**src/source/core_config.svh**
```systemverilog
// Core widths and sizes: data word, program address, register index,
// program memory depth and the register range reported to the peripheral

`ifndef CORE_CONFIG_SVH
`define CORE_CONFIG_SVH

// Data word
`define XLEN 32

// Program address in words, the byte PC adds two low bits
`define ADDR_BITS 10

// Register index
`define REG_SEL_BITS 5

// Program memory depth in words
`define IMEM_WORDS 1024

// Writes to a0..a7 go out on the peripheral port
`define PERIPH_REG_FIRST 10
`define PERIPH_REG_LAST 17

`endif

```
**src/source/core_pkg.sv**
```systemverilog
// Core types: major opcodes, ALU operations and next-PC selection
`default_nettype none

package core_pkg;

  // RV32I major opcodes the core executes
  typedef enum logic [6:0] {
    OPC_OP      = 7'b0110011,
    OPC_OP_IMM  = 7'b0010011,
    OPC_LUI     = 7'b0110111,
    OPC_JAL     = 7'b1101111,
    OPC_BRANCH  = 7'b1100011,
    OPC_ILLEGAL = 7'b0000000
  } opcode_e;

  // ALU operations, PASS_B forwards operand B untouched
  typedef enum logic [3:0] {
    ALU_ADD    = 4'd0,
    ALU_SUB    = 4'd1,
    ALU_SLL    = 4'd2,
    ALU_SLT    = 4'd3,
    ALU_SLTU   = 4'd4,
    ALU_XOR    = 4'd5,
    ALU_SRL    = 4'd6,
    ALU_SRA    = 4'd7,
    ALU_OR     = 4'd8,
    ALU_AND    = 4'd9,
    ALU_PASS_B = 4'd10
  } alu_op_e;

  // Where the PC goes after this instruction
  typedef enum logic [1:0] {
    PC_SEQ    = 2'd0,
    PC_BRANCH = 2'd1,
    PC_JUMP   = 2'd2
  } next_pc_sel_e;

endpackage

`default_nettype wire

```
**src/source/decode_unit.sv**
```systemverilog
// Decode stage: control decode, immediates, register file, operand
// forwarding and the decode-to-execute register
`timescale 1ns/100ps
`default_nettype none
`include "core_config.svh"

module decode_unit (
  input  wire                       clock,
  input  wire                       i_rst_n,
  input  wire [`XLEN-1:0]           i_instr,
  input  wire [`ADDR_BITS+1:0]      i_pc,
  input  wire                       i_valid,
  input  wire                       i_flush,
  input  wire                       i_ex_write,
  input  wire [`REG_SEL_BITS-1:0]   i_ex_rd,
  input  wire [`XLEN-1:0]           i_ex_data,
  input  wire                       i_wb_write,
  input  wire [`REG_SEL_BITS-1:0]   i_wb_rd,
  input  wire [`XLEN-1:0]           i_wb_data,
  output logic [`XLEN-1:0]          o_rs1_val,
  output logic [`XLEN-1:0]          o_rs2_val,
  output logic [`XLEN-1:0]          o_imm,
  output logic [`REG_SEL_BITS-1:0]  o_rd,
  output core_pkg::alu_op_e         o_alu_op,
  output core_pkg::next_pc_sel_e    o_next_pc_sel,
  output logic [2:0]                o_funct3,
  output logic                      o_regwrite,
  output logic [`ADDR_BITS+1:0]     o_pc,
  output logic                      o_valid
);

  import core_pkg::*;

  logic [`XLEN-1:0]         regs [0:(2**`REG_SEL_BITS)-1];
  logic [`REG_SEL_BITS-1:0] rs1;
  logic [`REG_SEL_BITS-1:0] rs2;
  logic [`REG_SEL_BITS-1:0] rd;
  logic [2:0]               funct3;
  logic                     alt;
  logic [`XLEN-1:0]         imm_i;
  logic [`XLEN-1:0]         imm_u;
  logic [`XLEN-1:0]         imm_b;
  logic [`XLEN-1:0]         imm_j;
  logic [`XLEN-1:0]         imm;
  logic [`XLEN-1:0]         rs1_fwd;
  logic [`XLEN-1:0]         rs2_fwd;
  opcode_e                  opcode;
  alu_op_e                  alu_op;
  next_pc_sel_e             next_pc_sel;
  logic                     legal;
  logic                     regwrite;
  logic                     b_is_imm;
  logic                     keep;

  assign rs1    = i_instr[19:15];
  assign rs2    = i_instr[24:20];
  assign rd     = i_instr[11:7];
  assign funct3 = i_instr[14:12];
  assign alt    = i_instr[30];

  assign imm_i = {{20{i_instr[31]}}, i_instr[31:20]};
  assign imm_u = {i_instr[31:12], 12'b0};
  assign imm_b = {{19{i_instr[31]}}, i_instr[31], i_instr[7], i_instr[30:25],
                  i_instr[11:8], 1'b0};
  assign imm_j = {{11{i_instr[31]}}, i_instr[31], i_instr[19:12], i_instr[20],
                  i_instr[30:21], 1'b0};

  function automatic alu_op_e funct_to_alu(input logic [2:0] f3, input logic use_alt);
    alu_op_e op;
    case (f3)
      3'b000:  op = use_alt ? ALU_SUB : ALU_ADD;
      3'b001:  op = ALU_SLL;
      3'b010:  op = ALU_SLT;
      3'b011:  op = ALU_SLTU;
      3'b100:  op = ALU_XOR;
      3'b101:  op = use_alt ? ALU_SRA : ALU_SRL;
      3'b110:  op = ALU_OR;
      default: op = ALU_AND;
    endcase
    return op;
  endfunction

  // Priority: execute, then writeback, then the register file
  function automatic logic [`XLEN-1:0] forward_operand(
    input logic [`REG_SEL_BITS-1:0] sel,
    input logic [`XLEN-1:0]         rf_value
  );
    logic [`XLEN-1:0] value;
    if (sel == '0) begin
      value = '0;
    end else if (i_ex_write && (i_ex_rd == sel)) begin
      value = i_ex_data;
    end else if (i_wb_write && (i_wb_rd == sel)) begin
      value = i_wb_data;
    end else begin
      value = rf_value;
    end
    return value;
  endfunction

  always_comb begin
    case (i_instr[6:0])
      OPC_OP, OPC_OP_IMM, OPC_LUI, OPC_JAL, OPC_BRANCH: opcode = opcode_e'(i_instr[6:0]);
      default: opcode = OPC_ILLEGAL;
    endcase
  end

  always_comb begin
    legal       = 1'b1;
    regwrite    = 1'b0;
    alu_op      = ALU_ADD;
    next_pc_sel = PC_SEQ;
    imm         = imm_i;
    b_is_imm    = 1'b0;
    case (opcode)
      OPC_OP: begin
        regwrite = 1'b1;
        alu_op   = funct_to_alu(funct3, alt);
      end
      OPC_OP_IMM: begin
        // No SUBI, bit 30 only selects SRAI
        regwrite = 1'b1;
        alu_op   = funct_to_alu(funct3, alt && (funct3 == 3'b101));
        b_is_imm = 1'b1;
      end
      OPC_LUI: begin
        regwrite = 1'b1;
        alu_op   = ALU_PASS_B;
        imm      = imm_u;
        b_is_imm = 1'b1;
      end
      OPC_JAL: begin
        regwrite    = 1'b1;
        next_pc_sel = PC_JUMP;
        imm         = imm_j;
      end
      OPC_BRANCH: begin
        next_pc_sel = PC_BRANCH;
        imm         = imm_b;
      end
      default: legal = 1'b0;
    endcase
  end

  always_comb begin
    rs1_fwd = forward_operand(rs1, regs[rs1]);
    rs2_fwd = forward_operand(rs2, regs[rs2]);
  end

  // Register file, written from writeback
  always_ff @(posedge clock) begin
    if (i_wb_write) begin
      regs[i_wb_rd] <= i_wb_data;
    end
  end

  assign keep = i_valid && legal && !i_flush;

  // Decode-to-execute register
  always_ff @(posedge clock) begin
    if (!i_rst_n) begin
      o_valid    <= 1'b0;
      o_regwrite <= 1'b0;
    end else begin
      o_valid    <= keep;
      o_regwrite <= keep && regwrite && (rd != '0);
    end
  end

  always_ff @(posedge clock) begin
    o_rs1_val     <= rs1_fwd;
    // Operand B carries the immediate for OP-IMM and LUI
    o_rs2_val     <= b_is_imm ? imm : rs2_fwd;
    o_imm         <= imm;
    o_rd          <= rd;
    o_alu_op      <= alu_op;
    o_next_pc_sel <= next_pc_sel;
    o_funct3      <= funct3;
    o_pc          <= i_pc;
  end

  // x0 writes are dropped here and must never come back from writeback
  a_no_x0_write: assert property (
    @(posedge clock) disable iff (!i_rst_n)
    i_wb_write |-> (i_wb_rd != '0)
  );

endmodule

`default_nettype wire

```
**config.mk**
```make
export PLATFORM = sky130hd
export DESIGN_NAME = decode_unit
export DESIGN_NICKNAME = d
export VERILOG_FILES = /design/src/source/core_pkg.sv /design/src/source/decode_unit.sv
export VERILOG_INCLUDE_DIRS = /design/src /design/src/source
export SDC_FILE = /design/constraint.sdc
export NUM_CORES = 2
export LEC_CHECK = 0
export BUFFER_PORTS_ARGS = -buffer_cell sky130_fd_sc_hd__buf_2
export CORE_UTILIZATION = 30
export CTS_CLUSTER_SIZE = 40
export DETAILED_ROUTE_END_ITERATION = 10
export PLACE_DENSITY = 0.52
export SYNTH_ARGS = -nofsm -noshare
export SYNTH_HDL_FRONTEND = slang
export SYNTH_SLANG_ARGS = --single-unit
export TNS_END_PERCENT = 10
```
**constraint.sdc**
```tcl
create_clock -name clock -period 7.1 [get_ports clock]
set_clock_uncertainty 0.05 [all_clocks]
set_input_delay 1.42 -clock clock [delete_from_list [all_inputs] [get_ports clock]]
set_output_delay 1.42 -clock clock [all_outputs]
set_load 0.05 [all_outputs]
```
### Yosys cells after proc, flatten, opt, wreduce, memory -nomap -nowiden

Memories as Yosys holds them, arrays and structs flattened.
Cells that the tools add are included.

| word-level totals | value |
|---|---|
| register bits after elaboration | 124 |
| RAM bits | 1,024 |
| input port bits | 124 |
| output and inout port bits | 124 |
| word-level logic and storage cells | 70 |
| memories | 1 |

| cells by class | value |
|---|---|
| equality and inequality tests | 20 |
| muxes and demuxes | 21 |
| reductions and logical operators | 18 |

Memory list:

| name | depth | bits a word | rd ports | clocked after Yosys merged registers in | write ports | line | RTL |
|---|---|---|---|---|---|---|---|
| regs | 32 | 32 | 2 | 0 | 1 | decode_unit.sv:34 | `` logic [`XLEN-1:0] regs [0:(2**`REG_SEL_BITS)-1]; `` |

Operators by type and width:

| cell | count |
|---|---|
| $mux 32 | 6 |
| $pmux 31 s3 | 1 |
| $pmux 4 s7 | 2 |
| $eq 7x6->1 const B | 4 |
| $eq 7x7->1 const B | 4 |
| $eq 5x5->1 | 4 |
| $eq 7x5->1 const B | 2 |
| $pmux 4 s3 | 1 |
| $logic_not 5->1 | 2 |
| $reduce_or 5->1 | 2 |
| $eq 3x3->1 const B | 3 |
| $logic_and 1x1->1 | 9 |
| $mux 1 | 9 |
| $mux 7 | 1 |
| $eq 3x2->1 const B | 2 |
| $reduce_bool 5->1 | 1 |
| $pmux 2 s2 | 1 |
| $reduce_or 4->1 | 1 |
| $eq 3x1->1 const B | 1 |
| $logic_not 3->1 | 1 |
| $reduce_or 2->1 | 1 |
| $logic_not 1->1 | 1 |

### Longest topological paths before layout

| depth | value |
|---|---|
| depth after elaboration | 10 |
| depth in mapped cells | 11 |

### Least setup slack after synthesis

No wires, ideal clock.

| timing path | value |
|---|---|
| path type | input to register |
| from | in i_wb_rd[0] |
| to | mem regs[28][0] (netlist name) (enable) |
| library setup time | 0.421 ns |
| arrival | 3.587 ns |
| required time | 6.629 ns |
| slack | 3.041 ns |
| cell stages on the path | 4 |
| cells stage by stage | clkbuf_1 -> or3b_2 -> clkbuf_1 -> nor2_1 |

RTL lines:

| item | line | RTL |
|---|---|---|
| start, declared | decode_unit.sv:18 | `` input wire [`REG_SEL_BITS-1:0] i_wb_rd, `` |
| end, declared | decode_unit.sv:34 |  |

No word-level cell before the write port.

### Final worst setup path

| timing path | value |
|---|---|
| from | in i_instr[24] |
| to | reg o_rs2_val[30] |

| on the way | value |
|---|---|
| word-level cells in the longest chain between the ends | 6 |
| elaborated cells on any way between the ends | 10 |
| those cells by class | 2 x eq/ne; 4 x mux; 3 x reduce/logical; 1 x memory |

Ends and longest elaborated chain:

| item | line | RTL |
|---|---|---|
| start, declared | decode_unit.sv:10 | `` input wire [`XLEN-1:0] i_instr, `` |
| branches (longest 4 deep; another with $mem_v2 32x32) | -- |  |
| $mux 32 * | decode_unit.sv:89 | `if (sel == '0) begin` |
| $mux 32 * | decode_unit.sv:173 | `o_rs2_val <= b_is_imm ? imm : rs2_fwd;` |
| end signal, assigned | decode_unit.sv:173 |  |
| end, declared | decode_unit.sv:21 | `` output logic [`XLEN-1:0] o_rs2_val, `` |

Mark *: on every way between the ends.
A chain may end at the register's enable or synchronous reset.

==> run_results.csv <==
group,metric,value,unit
die,io_pins,248,
die,die_area,0.1749,mm²
clock_tree,numCtsBuffers,135,
routing,routedWlPerCell,36.18,µm
clock_tree,clock_sinks,1148,
die,core_area,0.1717,mm²
place,dp_cells,5470,
critical_path,critPathMaxFanout,32,
yosys,synthXorXnorAreaFrac,0.003708,
global_routing,grt_pass1_wl,279900,µm
yosys,synth_compound_area_frac,0.07181,
global_routing,antenna_found_initial,18,
clock_tree,cts_resized,0,
critical_path,required,7.77,ns
sta,setup_violations,0,
clock_tree,cts_tree,"done",
layout,stdcell_count,5720,
critical_path,rrSetupSlack,4.90,ns
yosys,synthAdderAreaFrac,0,
yosys,yosysSeqAreaShare,0.6396,
global_routing,grt_usage,0.2331,
worst_hold_path,min_path_type,"in -> reg",
die,start_util,0.3026,
yosys,synth_area_leaders,"edfxtp_1 59%, mux4_2 15%, mux2i_1 7.5%, dfxtp_1 4.8%, a22oi_1 3.2%",
pwr,power_density,269.5,mW/mm²
pwr,irDropWorstVdd,0.0002754,V
die,die_y,418.2,µm
layout,drive_above_1_share,0.2866,
sta,worst_slew_pin_slew,1.276,ns
clock_tree,cts_buffer_depth,3,
yosys,synth-seq-cells,1148,
place,gp_congestion,0.9184,
routing,drc,0,
yosys,synthesis.nets,3176,
routing,vias,33460,
critical_path,arrival,4.69,ns
clock_tree,cts_setup_buffers,0,
global_routing,grt_max_degree,110,
yosys,synth_top_family_by_area,"multiplexers",
pwr,power_leakage,0.02036,µW
sta,relSlewSlack,0.1473,
routing,routed_via_density,5.849,
critical_path,end_kind,"flop",
sta,finalHoldViolations,0,
sta,rsz0062_at_grt,"false",
clock_tree,clkLatencyLatePin,0.81,ns
yosys,synthMuxAreaShare,0.2245,
routing,drt_iter0_markers,4176,
yosys,ys_warn_count,0,
clock_tree,path_clk_slew,0.07,ns
layout,finalCoreUtilization,0.3532,
die,num_rows,152,
yosys,synth.most_common_cell,"edfxtp_1",
yosys,synth_edf_count,1024,
sta,fin_crit,4.018,ns
global_routing,overflow,0,
yosys,syn_inst,3052,
clock_tree,ctsHoldBuffers,0,
yosys,netlist_top_cells_count,"1024 x edfxtp_1, 387 x mux2i_1, 346 x mux4_2",
yosys,ys.flop_type,"edfxtp_1",
layout,area_delta_synth_final,16.76,%
yosys,yosys.area.top_type,"edfxtp_1",
critical_path,start_kind,"input pin",
routing,wl,206900,µm
yosys,synth_top_area_share,0.5918,
job,maxCapViolations,0,
yosys,ys_types,58,
layout,layout.nets,3421,
routing,dr.pass1.iters,6,
sta,slew_violations,0,
sta,max_freq,248.9,MHz
place,numPortBuffers,247,
status,status,"complete, no violations",
sta,fin_setup_tns,0,ns
place,hpwl,130900,µm
yosys,synth-simple-area-share,0.03802,
routing,antenna_left,0,
clock_tree,htree_levels,4,
clock_tree,clockRootBuffer,"clkbuf_16",
yosys,async_flop_share,0,
die,die_w,418.2,µm
sta,fin_crit_sh,0.5659,
critical_path,critPathKind,"in -> reg",
yosys,syn_area_per_cell,17.02,µm²
global_routing,grt_pass1_vias,33110,
yosys,synth_area,0.05196,mm²
[cells in the final DEF, fill, tap and decap left out, drive strengths merged, types with 6 or more instances in the layout]
master / instances
edfxtp: 1024
mux2i: 387
mux4: 346
buf: 342
a22oi: 222
clkbuf: 185
dfxtp: 124
nand2: 119
nor2: 107
nand3: 95
a21oi: 48
o21ai: 35
a221oi: 34
clkinv: 31
a22o: 30
o2111ai: 27
o22ai: 21
o221ai: 21
inv: 21
a21o: 19
o211ai: 17
nor2b: 15
xor2: 14
nor3: 12
nand4: 10
and2: 9
diode: 8
xnor2: 8
o221a: 8
bufinv: 8
nand3b: 7
or3: 6
nand2b: 6
and4: 6
[critical path, cell delays in order]
cell	delay, ns
buf_2	0.62
xor2_1	0.15
nor4_1	0.95
and4b_2	1.14
a221oi_1	0.22
o21ai_1	0.12
[path summary, 6_finish.rpt]
check,start,end,cells after the start
min,i_pc[7],o_pc[7],1
max reg2reg,regs[31][13],o_rs2_val[13],5
min reg2reg,regs[15][30],o_rs2_val[30],4
max,i_instr[24],o_rs2_val[30],6
[layer usage]
| layer | wire length [µm] | global-route usage | up-vias |
|---|---|---|---|
| met2 | 97930 | 0.3734 | 1948 |
| met1 | 79260 | 0.2944 | 17800 |
| met5 | 111 | 0 | - |
| li1 | - | - | 13250 |
| met3 | 17480 | 0.04837 | 443 |
| met4 | 12150 | 0.1282 | 18 |
[state kept, by name, summed over array words and instances (netlist names)]
signal / flops
o_regwrite: 1
o_next_pc_sel: 2
regs: 1024
o_rd: 5
o_imm: 32
o_valid: 1
o_pc: 12
o_alu_op: 4
o_rs2_val: 32
o_rs1_val: 32
o_funct3: 3
[per-stage QoR]
| stage | total power, µW | hold WS (ns) | setup slack, ns | instance area [µm²] |
|---|---|---|---|---|
| 5_1_grt | 16730 | 0.6391 | 2.975 | 60640 |
| 6_report | 16350 | 0.6695 | 3.082 | 60660 |
| 3_5_place_dp | 9411 | 0.7638 | 2.235 | 56200 |
| 4_1_cts | 16430 | 0.6165 | 3.072 | 60640 |
| 2_1_floorplan | 8690 | 0.6858 | 3.041 | 51960 |
| 3_3_place_gp | 9413 | 0.7684 | 2.202 | 56200 |
[final cells by class]
type	instances	area (µm²)
antenna	8	20.02
clock buffer	183	3814
clock inverter	59	633.1
fill	16170	111100
inverter	4	15.01
multi-input combinational	1664	17950
sequential	1148	33230
tap	2310	2890
timing repair buffer	344	2108
[power breakdown]
part | switching (µW) | internal, µW
registers | 126 | 7500
clock network | 2960 | 4100
logic | 1150 | 511
[logic make-up (layout without fill, tap and decap cells)]
| logic type | Yosys count | count (layout) |
|---|---|---|
| AO/OA/AOI/OAI | 494 | 494 |
| XOR/XNOR | 22 | 22 |
| buffers and inverters | 240 | 590 |
| flip-flops | 1148 | 1148 |
| multiplexers | 733 | 733 |
| other | 0 | 8 |
| AND/OR/NAND/NOR | 415 | 415 |
(Power assumes the default switching activity.)
